`src/tmu_consts.svh`:
```
`ifndef TMU_CONSTS_SVH
`define TMU_CONSTS_SVH

// texture coordinates are signed fixed point, 1.11.6
`define TMU_FRAC    6
`define TMU_COORD_W 18

`define TMU_SCR_W   12 // signed screen position
`define TMU_RES_W   11 // sizes and resolutions

// 16-bit pixel address, texture and framebuffer alike
`define TMU_FB_AW   24

`endif

```
`src/tmu_pix_pkg.sv`:
```
`include "tmu_consts.svh"

package tmu_pix_pkg;

	typedef logic [15:0] pixel_t; // rgb565

	typedef logic signed [`TMU_COORD_W-1:0] coord_t;
	typedef logic signed [`TMU_SCR_W-1:0]   scr_t;
	typedef logic [`TMU_RES_W-1:0]          res_t;

	typedef logic [`TMU_FB_AW-1:0] fb_addr_t;
	typedef logic [`TMU_FB_AW-3:0] word_addr_t; // four pixels per 64-bit word
	typedef logic [7:0]            sel_t;

endpackage

```
`src/tmu_regs_pkg.sv`:
```
package tmu_regs_pkg;

	// word-aligned APB offsets
	typedef enum logic [7:0] {
		REG_CTL         = 8'h00,
		REG_STAT        = 8'h04,
		REG_DST_OFS     = 8'h08, // hoffset low, voffset high
		REG_SQUARE      = 8'h0C, // width low, height high
		REG_TEX_START   = 8'h10,
		REG_TEX_STEP    = 8'h14,
		REG_TEX_RES     = 8'h18, // hres low, vres high
		REG_TEX_MASK    = 8'h1C,
		REG_DST_RES     = 8'h20, // hres low, vres high
		REG_LOOK        = 8'h24, // brightness low, chroma key high
		REG_TEX_BASE    = 8'h28,
		REG_DST_BASE    = 8'h2C,
		REG_TEX_START_Y = 8'h30,
		REG_TEX_STEP_Y  = 8'h34,
		REG_TEX_MASK_Y  = 8'h38
	} tmu_reg_e;

	localparam int CTL_START  = 0; // write starts, read is busy
	localparam int CTL_CHROMA = 1;
	localparam int STAT_IRQ   = 0; // write 1 to clear
	localparam int FIELD_HI   = 16; // lsb of the upper field in paired registers

endpackage

```
`src/tmu_burst.sv`:
```
`include "tmu_consts.svh"

module tmu_burst
	import tmu_pix_pkg::*;
(
	input  logic        sys_clk,
	input  logic        sys_rst,
	input  logic        flush_i,
	input  logic        pipe_stb_i,
	input  pixel_t      pixel_i,
	input  fb_addr_t    dst_addr_i,
	input  logic        fb_ack_i,
	output logic        pipe_ack_o,
	output logic        busy_o,
	output logic        fb_stb_o,
	output word_addr_t  fb_addr_o,
	output sel_t        fb_sel_o,
	output logic [63:0] fb_data_o
);

	logic        acc_valid; // a word is being assembled
	word_addr_t  acc_addr;
	sel_t        acc_sel;
	logic [63:0] acc_data;
	logic        flush_pend; // flush seen while the output was busy
	logic [1:0]  lane;
	sel_t        lane_sel;
	logic        same_word;
	logic        out_free;
	logic        emit;
	logic        take;

	assign lane = dst_addr_i[1:0];
	assign lane_sel = 8'b11 << {lane, 1'b0};
	assign same_word = acc_addr == dst_addr_i[`TMU_FB_AW-1:2];
	assign out_free = !fb_stb_o || fb_ack_i;
	assign emit = acc_valid && out_free
		&& (&acc_sel || flush_i || flush_pend || (pipe_stb_i && !same_word));
	assign pipe_ack_o = !acc_valid || emit || (same_word && !(&acc_sel));
	assign take = pipe_stb_i && pipe_ack_o;
	assign busy_o = acc_valid || fb_stb_o || flush_pend;

	always_ff @(posedge sys_clk) begin
		if (sys_rst) begin
			acc_valid <= 1'b0;
			fb_stb_o <= 1'b0;
			flush_pend <= 1'b0;
		end else begin
			if (take)
				acc_valid <= 1'b1;
			else if (emit)
				acc_valid <= 1'b0;
			if (emit)
				fb_stb_o <= 1'b1;
			else if (fb_ack_i)
				fb_stb_o <= 1'b0;
			flush_pend <= (flush_i || flush_pend) && acc_valid && !emit;
		end
	end

	always_ff @(posedge sys_clk) begin
		if (emit) begin
			fb_addr_o <= acc_addr;
			fb_sel_o <= acc_sel;
			fb_data_o <= acc_data;
		end
		if (take) begin
			acc_addr <= dst_addr_i[`TMU_FB_AW-1:2];
			acc_data[16*lane +: 16] <= pixel_i;
			if (acc_valid && !emit)
				acc_sel <= acc_sel | lane_sel; // merge into current word
			else
				acc_sel <= lane_sel; // fresh word
		end
	end

	a_sel_nonzero: assert property (@(posedge sys_clk) disable iff (sys_rst)
		fb_stb_o |-> fb_sel_o != '0);

endmodule

```
`src/tmu_clamp.sv`:
```
`include "tmu_consts.svh"

module tmu_clamp
	import tmu_pix_pkg::*;
(
	input  logic   sys_clk,
	input  logic   sys_rst,
	input  logic   pipe_stb_i,
	input  scr_t   dx_i,
	input  scr_t   dy_i,
	input  coord_t tx_i,
	input  coord_t ty_i,
	input  coord_t tex_hmask_i,
	input  coord_t tex_vmask_i,
	input  res_t   tex_hres_i,
	input  res_t   tex_vres_i,
	input  res_t   dst_hres_i,
	input  res_t   dst_vres_i,
	input  logic   pipe_ack_i,
	output logic   pipe_ack_o,
	output logic   busy_o,
	output logic   pipe_stb_o,
	output scr_t   dx_o,
	output scr_t   dy_o,
	output res_t   tu_o,
	output res_t   tv_o
);

	logic on_screen;

	// mask, drop the fraction, then pin to 0..res-1
	function automatic res_t tex_clamp(coord_t c, coord_t m, res_t r);
		coord_t                                  cm;
		logic signed [`TMU_COORD_W-`TMU_FRAC-1:0] ip;
		cm = c & m;
		ip = cm[`TMU_COORD_W-1:`TMU_FRAC];
		if (ip < 0)
			return '0;
		else if (ip[`TMU_RES_W-1:0] >= r)
			return r - 1'b1;
		else
			return ip[`TMU_RES_W-1:0];
	endfunction

	assign on_screen = !dx_i[`TMU_SCR_W-1] && !dy_i[`TMU_SCR_W-1]
		&& dx_i[`TMU_RES_W-1:0] < dst_hres_i && dy_i[`TMU_RES_W-1:0] < dst_vres_i;
	assign pipe_ack_o = !pipe_stb_o || pipe_ack_i;
	assign busy_o = pipe_stb_o;

	always_ff @(posedge sys_clk) begin
		if (sys_rst)
			pipe_stb_o <= 1'b0;
		else if (pipe_ack_o)
			pipe_stb_o <= pipe_stb_i && on_screen; // off-screen points vanish here
	end

	always_ff @(posedge sys_clk) begin
		if (pipe_stb_i && pipe_ack_o) begin
			dx_o <= dx_i;
			dy_o <= dy_i;
			tu_o <= tex_clamp(tx_i, tex_hmask_i, tex_hres_i);
			tv_o <= tex_clamp(ty_i, tex_vmask_i, tex_vres_i);
		end
	end

endmodule

```
`src/tmu_ctlif.sv`:
```
`include "tmu_consts.svh"

module tmu_ctlif
	import tmu_regs_pkg::*, tmu_pix_pkg::*;
(
	input  logic        sys_clk,
	input  logic        sys_rst,
	input  logic [7:0]  paddr_i,
	input  logic        psel_i,
	input  logic        penable_i,
	input  logic        pwrite_i,
	input  logic [31:0] pwdata_i,
	output logic [31:0] prdata_o,
	output logic        pready_o,
	input  logic        busy_i,
	input  logic        done_i,
	output logic        irq_o,
	output logic        start_o,
	output scr_t        dst_hoffset_o,
	output scr_t        dst_voffset_o,
	output res_t        squarew_o,
	output res_t        squareh_o,
	output coord_t      tsx_o,
	output coord_t      tsy_o,
	output coord_t      dudx_o,
	output coord_t      dvdy_o,
	output res_t        tex_hres_o,
	output res_t        tex_vres_o,
	output coord_t      tex_hmask_o,
	output coord_t      tex_vmask_o,
	output res_t        dst_hres_o,
	output res_t        dst_vres_o,
	output logic [5:0]  brightness_o,
	output logic        chroma_en_o,
	output pixel_t      chroma_key_o,
	output fb_addr_t    tex_base_o,
	output fb_addr_t    dst_base_o
);

	logic     wr_en;
	tmu_reg_e reg_sel;

	assign pready_o = 1'b1; // no wait states
	assign wr_en = psel_i && penable_i && pwrite_i; // end of access phase
	assign reg_sel = tmu_reg_e'(paddr_i);

	always_ff @(posedge sys_clk) begin
		if (sys_rst) begin
			start_o <= 1'b0;
			irq_o <= 1'b0;
			chroma_en_o <= 1'b0;
		end else begin
			start_o <= wr_en && reg_sel == REG_CTL && pwdata_i[CTL_START] && !busy_i;
			if (done_i)
				irq_o <= 1'b1; // sticky until cleared
			else if (wr_en && reg_sel == REG_STAT && pwdata_i[STAT_IRQ])
				irq_o <= 1'b0;
			if (wr_en && reg_sel == REG_CTL)
				chroma_en_o <= pwdata_i[CTL_CHROMA];
		end
	end

	always_ff @(posedge sys_clk) begin
		if (wr_en) begin
			case (reg_sel)
				REG_DST_OFS: begin
					dst_hoffset_o <= pwdata_i[`TMU_SCR_W-1:0];
					dst_voffset_o <= pwdata_i[FIELD_HI +: `TMU_SCR_W];
				end
				REG_SQUARE: begin
					squarew_o <= pwdata_i[`TMU_RES_W-1:0];
					squareh_o <= pwdata_i[FIELD_HI +: `TMU_RES_W];
				end
				REG_TEX_START:   tsx_o <= pwdata_i[`TMU_COORD_W-1:0];
				REG_TEX_START_Y: tsy_o <= pwdata_i[`TMU_COORD_W-1:0];
				REG_TEX_STEP:    dudx_o <= pwdata_i[`TMU_COORD_W-1:0];
				REG_TEX_STEP_Y:  dvdy_o <= pwdata_i[`TMU_COORD_W-1:0];
				REG_TEX_RES: begin
					tex_hres_o <= pwdata_i[`TMU_RES_W-1:0];
					tex_vres_o <= pwdata_i[FIELD_HI +: `TMU_RES_W];
				end
				REG_TEX_MASK:    tex_hmask_o <= pwdata_i[`TMU_COORD_W-1:0];
				REG_TEX_MASK_Y:  tex_vmask_o <= pwdata_i[`TMU_COORD_W-1:0];
				REG_DST_RES: begin
					dst_hres_o <= pwdata_i[`TMU_RES_W-1:0];
					dst_vres_o <= pwdata_i[FIELD_HI +: `TMU_RES_W];
				end
				REG_LOOK: begin
					brightness_o <= pwdata_i[5:0];
					chroma_key_o <= pwdata_i[FIELD_HI +: 16];
				end
				REG_TEX_BASE:    tex_base_o <= pwdata_i[`TMU_FB_AW-1:0];
				REG_DST_BASE:    dst_base_o <= pwdata_i[`TMU_FB_AW-1:0];
				default: ;
			endcase
		end
	end

	// readback, valid during the access phase
	always_comb begin
		prdata_o = '0;
		case (reg_sel)
			REG_CTL: begin
				prdata_o[CTL_START] = busy_i;
				prdata_o[CTL_CHROMA] = chroma_en_o;
			end
			REG_STAT: prdata_o[STAT_IRQ] = irq_o;
			REG_DST_OFS: begin
				prdata_o[`TMU_SCR_W-1:0] = dst_hoffset_o;
				prdata_o[FIELD_HI +: `TMU_SCR_W] = dst_voffset_o;
			end
			REG_SQUARE: begin
				prdata_o[`TMU_RES_W-1:0] = squarew_o;
				prdata_o[FIELD_HI +: `TMU_RES_W] = squareh_o;
			end
			REG_TEX_START:   prdata_o[`TMU_COORD_W-1:0] = tsx_o;
			REG_TEX_START_Y: prdata_o[`TMU_COORD_W-1:0] = tsy_o;
			REG_TEX_STEP:    prdata_o[`TMU_COORD_W-1:0] = dudx_o;
			REG_TEX_STEP_Y:  prdata_o[`TMU_COORD_W-1:0] = dvdy_o;
			REG_TEX_RES: begin
				prdata_o[`TMU_RES_W-1:0] = tex_hres_o;
				prdata_o[FIELD_HI +: `TMU_RES_W] = tex_vres_o;
			end
			REG_TEX_MASK:    prdata_o[`TMU_COORD_W-1:0] = tex_hmask_o;
			REG_TEX_MASK_Y:  prdata_o[`TMU_COORD_W-1:0] = tex_vmask_o;
			REG_DST_RES: begin
				prdata_o[`TMU_RES_W-1:0] = dst_hres_o;
				prdata_o[FIELD_HI +: `TMU_RES_W] = dst_vres_o;
			end
			REG_LOOK: begin
				prdata_o[5:0] = brightness_o;
				prdata_o[FIELD_HI +: 16] = chroma_key_o;
			end
			REG_TEX_BASE:    prdata_o[`TMU_FB_AW-1:0] = tex_base_o;
			REG_DST_BASE:    prdata_o[`TMU_FB_AW-1:0] = dst_base_o;
			default: ;
		endcase
	end

	// top FSM must not restart a run in progress
	a_no_start_busy: assert property (@(posedge sys_clk) disable iff (sys_rst)
		start_o |-> !busy_i);

endmodule

```
`src/tmu_decay.sv`:
```
module tmu_decay
	import tmu_pix_pkg::*;
(
	input  logic       sys_clk,
	input  logic       sys_rst,
	input  logic       pipe_stb_i,
	input  pixel_t     pixel_i,
	input  fb_addr_t   dst_addr_i,
	input  logic [5:0] brightness_i,
	input  logic       chroma_en_i,
	input  pixel_t     chroma_key_i,
	input  logic       pipe_ack_i,
	output logic       pipe_ack_o,
	output logic       busy_o,
	output logic       pipe_stb_o,
	output pixel_t     pixel_o,
	output fb_addr_t   dst_addr_o
);

	logic [6:0]  gain; // brightness + 1, so 63 is unity
	logic [10:0] r_m;
	logic [11:0] g_m;
	logic [10:0] b_m;
	logic        keyed;

	assign gain = {1'b0, brightness_i} + 7'd1;
	assign r_m = pixel_i[15:11] * gain;
	assign g_m = pixel_i[10:5] * gain;
	assign b_m = pixel_i[4:0] * gain;
	assign keyed = chroma_en_i && pixel_i == chroma_key_i; // compared before scaling
	assign pipe_ack_o = !pipe_stb_o || pipe_ack_i;
	assign busy_o = pipe_stb_o;

	always_ff @(posedge sys_clk) begin
		if (sys_rst)
			pipe_stb_o <= 1'b0;
		else if (pipe_ack_o)
			pipe_stb_o <= pipe_stb_i && !keyed;
	end

	always_ff @(posedge sys_clk) begin
		if (pipe_stb_i && pipe_ack_o) begin
			pixel_o <= {r_m[10:6], g_m[11:6], b_m[10:6]}; // >>6 per channel
			dst_addr_o <= dst_addr_i;
		end
	end

endmodule

```
`src/tmu_scan.sv`:
```
module tmu_scan
	import tmu_pix_pkg::*;
(
	input  logic   sys_clk,
	input  logic   sys_rst,
	input  logic   start_i,
	input  scr_t   dst_hoffset_i,
	input  scr_t   dst_voffset_i,
	input  res_t   squarew_i,
	input  res_t   squareh_i,
	input  coord_t tsx_i,
	input  coord_t tsy_i,
	input  coord_t dudx_i,
	input  coord_t dvdy_i,
	input  logic   pipe_ack_i,
	output logic   busy_o,
	output logic   pipe_stb_o,
	output scr_t   dx_o,
	output scr_t   dy_o,
	output coord_t tx_o,
	output coord_t ty_o
);

	res_t col;
	res_t row;
	logic last_col;
	logic step;

	assign last_col = (col == squarew_i - 1'b1);
	assign step = pipe_stb_o && pipe_ack_i;
	assign busy_o = pipe_stb_o; // drops once the last point is taken

	always_ff @(posedge sys_clk) begin
		if (sys_rst)
			pipe_stb_o <= 1'b0;
		else if (start_i)
			pipe_stb_o <= 1'b1;
		else if (step && last_col && row == squareh_i - 1'b1)
			pipe_stb_o <= 1'b0;
	end

	always_ff @(posedge sys_clk) begin
		if (start_i) begin
			col <= '0;
			row <= '0;
			dx_o <= dst_hoffset_i;
			dy_o <= dst_voffset_i;
			tx_o <= tsx_i;
			ty_o <= tsy_i;
		end else if (step) begin
			if (last_col) begin // wrap to next row
				col <= '0;
				row <= row + 1'b1;
				dx_o <= dst_hoffset_i;
				dy_o <= dy_o + 1'b1;
				tx_o <= tsx_i; // reload u at row start
				ty_o <= ty_o + dvdy_i;
			end else begin
				col <= col + 1'b1;
				dx_o <= dx_o + 1'b1;
				tx_o <= tx_o + dudx_i;
			end
		end
	end

endmodule

```
`src/tmu_texfetch.sv`:
```
module tmu_texfetch
	import tmu_pix_pkg::*;
(
	input  logic     sys_clk,
	input  logic     sys_rst,
	input  logic     pipe_stb_i,
	input  scr_t     dx_i,
	input  scr_t     dy_i,
	input  res_t     tu_i,
	input  res_t     tv_i,
	input  res_t     tex_hres_i,
	input  res_t     dst_hres_i,
	input  fb_addr_t tex_base_i,
	input  fb_addr_t dst_base_i,
	input  logic     tex_ack_i,
	input  pixel_t   tex_data_i,
	input  logic     pipe_ack_i,
	output logic     pipe_ack_o,
	output logic     busy_o,
	output logic     tex_stb_o,
	output fb_addr_t tex_addr_o,
	output logic     pipe_stb_o,
	output pixel_t   pixel_o,
	output fb_addr_t dst_addr_o
);

	fb_addr_t dst_addr_q; // rides along with the pending read
	logic     tex_done;

	assign tex_done = tex_stb_o && tex_ack_i;
	// one read in flight, and only when the output slot will be free
	assign pipe_ack_o = !tex_stb_o && (!pipe_stb_o || pipe_ack_i);
	assign busy_o = tex_stb_o || pipe_stb_o;

	always_ff @(posedge sys_clk) begin
		if (sys_rst) begin
			tex_stb_o <= 1'b0;
			pipe_stb_o <= 1'b0;
		end else begin
			if (pipe_stb_i && pipe_ack_o)
				tex_stb_o <= 1'b1;
			else if (tex_done)
				tex_stb_o <= 1'b0;
			if (tex_done)
				pipe_stb_o <= 1'b1;
			else if (pipe_ack_i)
				pipe_stb_o <= 1'b0;
		end
	end

	always_ff @(posedge sys_clk) begin
		if (pipe_stb_i && pipe_ack_o) begin
			tex_addr_o <= tex_base_i + tv_i * tex_hres_i + tu_i;
			dst_addr_q <= dst_base_i + dy_i * dst_hres_i + dx_i; // dx, dy known on-screen
		end
		if (tex_done) begin
			pixel_o <= tex_data_i;
			dst_addr_o <= dst_addr_q;
		end
	end

	a_tex_addr_hold: assert property (@(posedge sys_clk) disable iff (sys_rst)
		tex_stb_o && !tex_ack_i |=> $stable(tex_addr_o));

endmodule

```
`src/tmu_top.sv`:
```
module tmu_top
	import tmu_pix_pkg::*;
(
	input  logic        sys_clk,
	input  logic        sys_rst,
	input  logic [7:0]  paddr_i,
	input  logic        psel_i,
	input  logic        penable_i,
	input  logic        pwrite_i,
	input  logic [31:0] pwdata_i,
	output logic [31:0] prdata_o,
	output logic        pready_o,
	output logic        tex_stb_o,
	output fb_addr_t    tex_addr_o,
	input  logic        tex_ack_i,
	input  pixel_t      tex_data_i,
	output logic        fb_stb_o,
	output word_addr_t  fb_addr_o,
	output sel_t        fb_sel_o,
	output logic [63:0] fb_data_o,
	input  logic        fb_ack_i,
	output logic        irq_o
);

	typedef enum logic [1:0] {IDLE, WAIT_PROCESS, FLUSH, WAIT_FLUSH} state_e;

	state_e     state;
	state_e     next_state;
	logic       busy;
	logic       done;
	logic       flush;
	logic       start;
	scr_t       dst_hoffset, dst_voffset;
	res_t       squarew, squareh;
	coord_t     tsx, tsy, dudx, dvdy;
	res_t       tex_hres, tex_vres, dst_hres, dst_vres;
	coord_t     tex_hmask, tex_vmask;
	logic [5:0] brightness;
	logic       chroma_en;
	pixel_t     chroma_key;
	fb_addr_t   tex_base, dst_base;

	logic       scan_busy, scan_stb, scan_ack;
	scr_t       scan_dx, scan_dy;
	coord_t     scan_tx, scan_ty;
	logic       clamp_busy, clamp_stb, clamp_ack;
	scr_t       clamp_dx, clamp_dy;
	res_t       clamp_tu, clamp_tv;
	logic       fetch_busy, fetch_stb, fetch_ack;
	pixel_t     fetch_pixel;
	fb_addr_t   fetch_addr;
	logic       decay_busy, decay_stb, decay_ack;
	pixel_t     decay_pixel;
	fb_addr_t   decay_addr;
	logic       burst_busy;

	tmu_ctlif ctlif_i (
		.sys_clk, .sys_rst, .paddr_i, .psel_i, .penable_i, .pwrite_i, .pwdata_i,
		.prdata_o, .pready_o, .busy_i(busy), .done_i(done), .irq_o, .start_o(start),
		.dst_hoffset_o(dst_hoffset), .dst_voffset_o(dst_voffset),
		.squarew_o(squarew), .squareh_o(squareh),
		.tsx_o(tsx), .tsy_o(tsy), .dudx_o(dudx), .dvdy_o(dvdy),
		.tex_hres_o(tex_hres), .tex_vres_o(tex_vres),
		.tex_hmask_o(tex_hmask), .tex_vmask_o(tex_vmask),
		.dst_hres_o(dst_hres), .dst_vres_o(dst_vres),
		.brightness_o(brightness), .chroma_en_o(chroma_en), .chroma_key_o(chroma_key),
		.tex_base_o(tex_base), .dst_base_o(dst_base)
	);

	tmu_scan scan_i (
		.sys_clk, .sys_rst, .start_i(start),
		.dst_hoffset_i(dst_hoffset), .dst_voffset_i(dst_voffset),
		.squarew_i(squarew), .squareh_i(squareh),
		.tsx_i(tsx), .tsy_i(tsy), .dudx_i(dudx), .dvdy_i(dvdy),
		.pipe_ack_i(scan_ack), .busy_o(scan_busy), .pipe_stb_o(scan_stb),
		.dx_o(scan_dx), .dy_o(scan_dy), .tx_o(scan_tx), .ty_o(scan_ty)
	);

	tmu_clamp clamp_i (
		.sys_clk, .sys_rst, .pipe_stb_i(scan_stb),
		.dx_i(scan_dx), .dy_i(scan_dy), .tx_i(scan_tx), .ty_i(scan_ty),
		.tex_hmask_i(tex_hmask), .tex_vmask_i(tex_vmask),
		.tex_hres_i(tex_hres), .tex_vres_i(tex_vres),
		.dst_hres_i(dst_hres), .dst_vres_i(dst_vres),
		.pipe_ack_i(clamp_ack), .pipe_ack_o(scan_ack), .busy_o(clamp_busy),
		.pipe_stb_o(clamp_stb), .dx_o(clamp_dx), .dy_o(clamp_dy),
		.tu_o(clamp_tu), .tv_o(clamp_tv)
	);

	tmu_texfetch texfetch_i (
		.sys_clk, .sys_rst, .pipe_stb_i(clamp_stb),
		.dx_i(clamp_dx), .dy_i(clamp_dy), .tu_i(clamp_tu), .tv_i(clamp_tv),
		.tex_hres_i(tex_hres), .dst_hres_i(dst_hres),
		.tex_base_i(tex_base), .dst_base_i(dst_base),
		.tex_ack_i, .tex_data_i, .pipe_ack_i(fetch_ack), .pipe_ack_o(clamp_ack),
		.busy_o(fetch_busy), .tex_stb_o, .tex_addr_o,
		.pipe_stb_o(fetch_stb), .pixel_o(fetch_pixel), .dst_addr_o(fetch_addr)
	);

	tmu_decay decay_i (
		.sys_clk, .sys_rst, .pipe_stb_i(fetch_stb),
		.pixel_i(fetch_pixel), .dst_addr_i(fetch_addr),
		.brightness_i(brightness), .chroma_en_i(chroma_en), .chroma_key_i(chroma_key),
		.pipe_ack_i(decay_ack), .pipe_ack_o(fetch_ack), .busy_o(decay_busy),
		.pipe_stb_o(decay_stb), .pixel_o(decay_pixel), .dst_addr_o(decay_addr)
	);

	tmu_burst burst_i (
		.sys_clk, .sys_rst, .flush_i(flush), .pipe_stb_i(decay_stb),
		.pixel_i(decay_pixel), .dst_addr_i(decay_addr), .fb_ack_i,
		.pipe_ack_o(decay_ack), .busy_o(burst_busy),
		.fb_stb_o, .fb_addr_o, .fb_sel_o, .fb_data_o
	);

	always_ff @(posedge sys_clk) begin
		if (sys_rst)
			state <= IDLE;
		else
			state <= next_state;
	end

	always_comb begin
		next_state = state;
		flush = 1'b0;
		done = 1'b0;
		case (state)
			IDLE: if (start) next_state = WAIT_PROCESS;
			WAIT_PROCESS: begin // drain everything ahead of the burst packer
				if (!(scan_busy || clamp_busy || fetch_busy || decay_busy))
					next_state = FLUSH;
			end
			FLUSH: begin
				flush = 1'b1; // push out the partial word
				next_state = WAIT_FLUSH;
			end
			WAIT_FLUSH: begin
				if (!burst_busy) begin
					done = 1'b1;
					next_state = IDLE;
				end
			end
			default: next_state = IDLE;
		endcase
	end

	assign busy = state != IDLE;

endmodule
```
`config.mk`:
```
export PLATFORM = sky130hd
export DESIGN_NAME = tmu_top
export DESIGN_NICKNAME = d
export VERILOG_FILES = /design/src/tmu_pix_pkg.sv /design/src/tmu_regs_pkg.sv /design/src/tmu_burst.sv /design/src/tmu_clamp.sv /design/src/tmu_ctlif.sv /design/src/tmu_decay.sv /design/src/tmu_scan.sv /design/src/tmu_texfetch.sv /design/src/tmu_top.sv
export VERILOG_INCLUDE_DIRS = /design/src
export SDC_FILE = /design/constraint.sdc
export NUM_CORES = 2
export LEC_CHECK = 0
export BUFFER_PORTS_ARGS = -buffer_cell sky130_fd_sc_hd__buf_2
export CELL_PAD_IN_SITES_DETAIL_PLACEMENT = 0
export CELL_PAD_IN_SITES_GLOBAL_PLACEMENT = 1
export CORE_MARGIN = 1
export CORE_UTILIZATION = 40
export CTS_CLUSTER_SIZE = 25
export DETAILED_ROUTE_END_ITERATION = 10
export HOLD_SLACK_MARGIN = 0.05
export PLACE_DENSITY = 0.78
export SLEW_MARGIN = 20
export SYNTH_ARGS = -nofsm -noshare
export SYNTH_HDL_FRONTEND = slang
export SYNTH_SLANG_ARGS = --single-unit
```
`constraint.sdc`:
```
create_clock -name sys_clk -period 6.93 [get_ports sys_clk]
set_input_delay 0.3465 -clock sys_clk [delete_from_list [all_inputs] [get_ports sys_clk]]
set_output_delay 0.3465 -clock sys_clk [all_outputs]
set_load 0.02 [all_outputs]
```
Word level (Yosys, flattened, before mapping)
Cells that the tools add are included.
- add/sub/neg operators: 16
- shift operators: 3
- bitwise gates (word level): 3
- mux-type cells: 47
- $lt $le $gt $ge: 6
- reduce and logical (&&, ||, !) cells: 85
- multipliers: 5
- equal/unequal tests: 24
- operators by type and width (kind ; count):
    $mux 18 ; 6
    $mux 12 ; 6
    $bwmux 64 ; 1
    $shift 16x34->64 const A ; 1
    $shiftx 16x34->64 ; 1
    $pmux 5 s12 ; 1
    $eq 8x6->1 const B ; 7
    $pmux 4 s13 ; 1
    $sub 11x1->11 const B ; 4
    $pmux 6 s7 ; 1
    $add 18x18->18 ; 2
    $and 18x18->18 ; 2
    $neg 6->34 ; 1
    $mux 11 ; 3
    $eq 8x5->1 const B ; 4
    $pmux 4 s8 ; 1
    $reduce_and 2->1 ; 15
    $logic_and 1x1->1 ; 28
    $pmux 2 s13 ; 1
    $add 12x1->12 const B ; 2
    $add 24x11->24 ; 1
    $add 24x12->24 ; 1
    $add 24x22->24 ; 1
    $add 24x23->24 ; 1
    other kinds (37) ; 97
- input port bits: 63
- output and inout port bits: 154
- register bits: 725
- word-level logic and storage cells: 241

Depth between registers and ports, before layout
- depth in word-level cells: 17
- mapped depth: 21
- depth with buffers taken out: 20

Cells and area by module
From an unflattened synthesis, not the netlist that was laid out.
- cells, all modules: 3814
- area total of the unflattened synthesis: 45125.8 um^2
- modules (own cells, without submodules) (module ; times used ; cells an instance ; sequential area each (um^2) ; area each (um^2)):
    tmu_texfetch ; 1 ; 1405 ; 2682.6 ; 13570.5
    tmu_ctlif ; 1 ; 610 ; 8107.8 ; 10651.5
    tmu_burst ; 1 ; 350 ; 5705.5 ; 6826.5
    tmu_scan ; 1 ; 673 ; 2262.2 ; 6117.1
    tmu_decay ; 1 ; 433 ; 1221.2 ; 4506.8
    tmu_clamp ; 1 ; 323 ; 1401.3 ; 3265.6
    tmu_top ; 1 ; 20 ; 40.0 ; 187.7

Worst setup path after synthesis
No wires, ideal clock.
- path type: register to register
- start: reg ctlif_i.dst_hres_o[9]
- end: reg texfetch_i.dst_addr_q[23], data pin
- period minus slack after synthesis: 5575 ps
- library setup time: 259 ps
- data required time: 6671 ps
- arrival time: 5316 ps
- cell stages (with the launch flop): 20
- buffers on the path: 1
- slack: 1355 ps
- cells stage by stage: edfxtp_1 > clkbuf_1 > and2_1 > fa_1 > inv_1 > fa_1 > inv_1 > fa_1 > fa_1 > inv_1 > fa_1 > inv_1 > ha_1 > or4_1 > or3_1 > o21ai_0 > a31oi_1 > a211oi_1 > a21oi_1 > xnor2_1
- word-level cells in the longest chain between the ends: 3
- ends and longest elaborated chain (what ; RTL line ; text):
    from (decl) ; tmu_ctlif.sv:31 ; output res_t dst_hres_o,
    from (signal assigned) ; tmu_ctlif.sv:85 ; dst_hres_o <= pwdata_i[`TMU_RES_W-1:0];
    $mul 12x11->23 ; tmu_texfetch.sv:54 ; dst_addr_q <= dst_base_i + dy_i * dst_hres_i + dx_i;
    $add 24x23->24 ; tmu_texfetch.sv:54 ;
    $add 24x12->24 ; tmu_texfetch.sv:54 ;
    to (signal assigned) ; tmu_texfetch.sv:54 ;
    to (decl) ; tmu_texfetch.sv:27 ; fb_addr_t dst_addr_q;
Every way passes these cells.
A chain may end at the register's enable or synchronous reset.

Final worst setup path
- start: reg ctlif_i.dst_hres_o[10]
- end: reg texfetch_i.dst_addr_q[23], data pin
The elaborated chain is that of the path after synthesis.

==> results.cfg <==
[sta]
tightest_slew_ns = 1.19
post-route-min-period_ns = 5.92
hold_viol = 0
hold_ws_ns = 0.118
finalCritPeriodShare_pct = 85.4
slew_viol_final = 0
tns_ns = 0
fmax_mhz = 169
worst_slack_ns = 1.01
fin_worst_skew_ns = 0.0376
rsz0062_at_grt = false
slew_headroom_pct = 20.2
finalSetupViolCount = 0

[worst_setup_path]
r2r_setup_slack_ns = 1.01
crit_path_end_kind = flip-flop
critical_path_required_ns = 7.34
critPathKind = flip-flop to flip-flop
reg2reg_depth = 18
worstReg2RegStart = ctlif_i.dst_hres_o[10]
crit_fanout = 14
startpoint_type = flip-flop
arrival_ns = 6.32
reg2reg_to = texfetch_i.dst_addr_q[23]

[synthesis]
synth_seq_area_share_pct = 49.4
synth_cells = 3639
synthAdderAreaFrac_pct = 21.0
synth_cell_types = 76
synthesis.nets = 4259
synth-seq-cells = 725
avgSynthCellArea_um2 = 11.9
yosys_warnings = 0
synth_compound_area_share_pct = 7.96
ys_async_sr_fraction_pct = 0
synthMuxAreaShare_pct = 0.416
synth_edf_count = 690
synth_ff_type = edfxtp_1
synthXorXnorAreaFrac_pct = 4.02
synth_top_family_by_area = adder cells
synth-simple-area-share_pct = 11.6
synth_area_mm2 = 0.0434

[power_and_ir_drop]
intPower_mw = 7.21
powerDensity_mw_per_mm2 = 186
irDropWorstVdd_mv = 0.177
cellLeakagePower_nw = 19.9
pwr-share-comb_pct = 1.9
swShare_pct = 21.5
power_frac_seq_pct = 51.9
p_sw_mw = 1.98
power_mw = 9.19
p_clk_share_pct = 46.2

[clock_network]
cts_root_buf = clkbuf_16
cts_setup_buffers = 0
clkTransAtPathRegs_ns = 0.07
cts_num_sinks = 725
clkLatencyLatePin_ns = 0.67
htreeDepth = 3
cts_buffers = 78
cts_tree = yes
max-clock-path-buffers = 3

[global_route]
grt_use_total_pct = 21.1
grt_overflow = 0
gr-max-usage-layer = met2
grt_pass1_vias = 28400
grt_pass1_wl_mm = 175
met2_usage_pct = 33.3
antenna_found_initial = 8
use_met3_pct = 3.86
grt_use_met1_pct = 28.5
grt_max_degree = 96

[min_path]
hold_depth = 1
min_from = pwdata_i[5]
worst_hold_path_type = input pin to flip-flop
worst_hold_path.endpoint = ctlif_i.tex_hmask_o[5]

[drt]
viasPerCell = 5.34
route.antenna.remaining_nets = 0
drt-pass1-iter-count = 8
route.detailed.drc = 0
drtIter0Drc = 2956
dr_total_vias = 28700
routed_wl_mm = 116
wire_per_inst_um = 21.6

[floorplan]
design.die.area_mm2 = 0.110
die_h_um = 331
ios = 217
die-width_um = 331
core-area_mm2 = 0.107
initial_core_util_pct = 40.4
row_count = 120

[run_status]
status = finished, final reports clean

[cells_and_area]
drive_gt1_share_pct = 10.7
final_nets = 4523
n_fill_cell = 9775
final_area_mm2 = 0.0493
area_growth_pct = 13.7

[flow_run]
cap_violations = 0

[placed_design]
placed_cell_area_mm2 = 0.0462
place_ws_ns = 1.02
port_buffers = 215
hpwl_mm = 87.1
globalplace.congestion = 0.928
[power groups by stage]
stage	clock, mW	combinational, mW	sequential, mW
final	4.24	0.178	4.76
after global routing	4.48	0.190	4.76
after CTS	4.32	0.175	4.76
after detailed placement	0	0.151	4.86
after global placement	0	0.147	4.86
after floorplan	0	0.0678	4.86
[cells in the final DEF, fill, tap and decap left out, types with 16 or more instances in the layout]
cell type and instances:
edfxtp_1 690, inv_1 525, nand2_1 320, fa_1 284, ha_1 273, and2_1 270
buf_2 215, xnor2_1 115, nor2_1 115, o21ai_0 112, a21oi_1 94, xor2_1 84
clkbuf_16 79, nand3_1 62, a22oi_1 55, dlygate4sd3_1 45, buf_4 43, nor3_1 39
nand4_1 34, dfxtp_1 34, o21a_1 31, a221oi_1 30, a21o_1 27, nand2b_1 24
a22o_1 23, nor2b_1 20, a311oi_1 19, or3_1 18, a222oi_1 17, and3_1 16
clkinv_2 16
[metrics by stage]
stage	instances	utilization (%)
floorplan	3639	-
detailed placement	5181	43.1
global route	5371	46.0
CTS	5371	45.9
global placement	5181	43.1
finish	5375	46.0
[logic make-up after synthesis]
logic type | Yosys count
compound gates | 505
xor+xnor | 199
fa+ha+maj | 557
buf+inv | 646
flops | 725
mux | 17
other cells | 1
simple gates | 989
[critical path, stage by stage (launching register included)]
cell and delay [ns]:
edfxtp_1 0.59, and2_1 0.27, fa_1 0.54, inv_1 0.06
fa_1 0.53, inv_1 0.05, fa_1 0.50, fa_1 0.54
inv_1 0.05, fa_1 0.53, inv_1 0.04, ha_1 0.22
or4_1 0.61, or3_1 0.33, o21ai_0 0.08, a31oi_1 0.08
a211oi_1 0.34, a21oi_1 0.13, xnor2_1 0.14
[worst max path at each step]
stage	endpoint	start
after global routing	texfetch_i.dst_addr_q[22]	ctlif_i.dst_hres_o[4]
final	texfetch_i.dst_addr_q[23]	ctlif_i.dst_hres_o[10]
after CTS	texfetch_i.dst_addr_q[23]	ctlif_i.dst_hres_o[10]
after floorplan	texfetch_i.dst_addr_q[23]	ctlif_i.dst_hres_o[9]
after global placement	texfetch_i.dst_addr_q[23]	ctlif_i.dst_hres_o[10]
after detailed placement	texfetch_i.dst_addr_q[23]	ctlif_i.dst_hres_o[10]
[Yosys cell counts (24+ instances only)]
cell type	number	area (µm²)
nand2_1	320	1200
nor3_1	53	265
o21ai_0	112	561
a22oi_1	55	413
xnor2_1	115	1010
fa_1	284	5690
a21o_1	27	203
and2_1	273	1710
nand3_1	62	310
nand4_1	34	213
nor2_1	122	458
clkbuf_1	106	398
ha_1	273	3420
a221oi_1	30	263
nand2b_1	24	150
xor2_1	84	736
dfxtp_1	35	701
o21a_1	31	233
inv_1	525	1970
edfxtp_1	690	20700
a21oi_1	94	470
[per-layer routing]
layer / up-vias / wire length [µm]
met4: 8 / 4980
li1: 13000 / -
met5: - / 55
met2: 1183 / 52800
met3: 246 / 10300
met1: 14200 / 48200
[sequential cells by signal, summed over array words and instances, names as in the netlist, 22 cells and up]
signal and flops:
ctlif_i.tex_base_o 24, burst_i.acc_addr 22, burst_i.fb_data_o 64, burst_i.acc_data 64, texfetch_i.dst_addr_o 24, texfetch_i.dst_addr_q 24, decay_i.dst_addr_o 24, texfetch_i.tex_addr_o 24
burst_i.fb_addr_o 22, ctlif_i.dst_base_o 24
[area by class of cell]
type / count / area (µm²) / area share [%]
clock inverters: 53 / 567 / 1.15
multi-input cells: 2268 / 19700 / 39.9
flip-flops and latches: 725 / 21400 / 43.5
inverters: 526 / 1970 / 4.01
diodes: 4 / 10.0 / 0.0203
repair buffers: 304 / 1860 / 3.78
well taps: 1403 / 1760 / 3.56
clock buffers: 92 / 2030 / 4.11
[timing repair]
action / CTS / global route
endpoints found under the hold margin: 159 / 0
resized for setup: 0 / 0
hold buffers: 45 / 0
(Power assumes the default switching activity.)
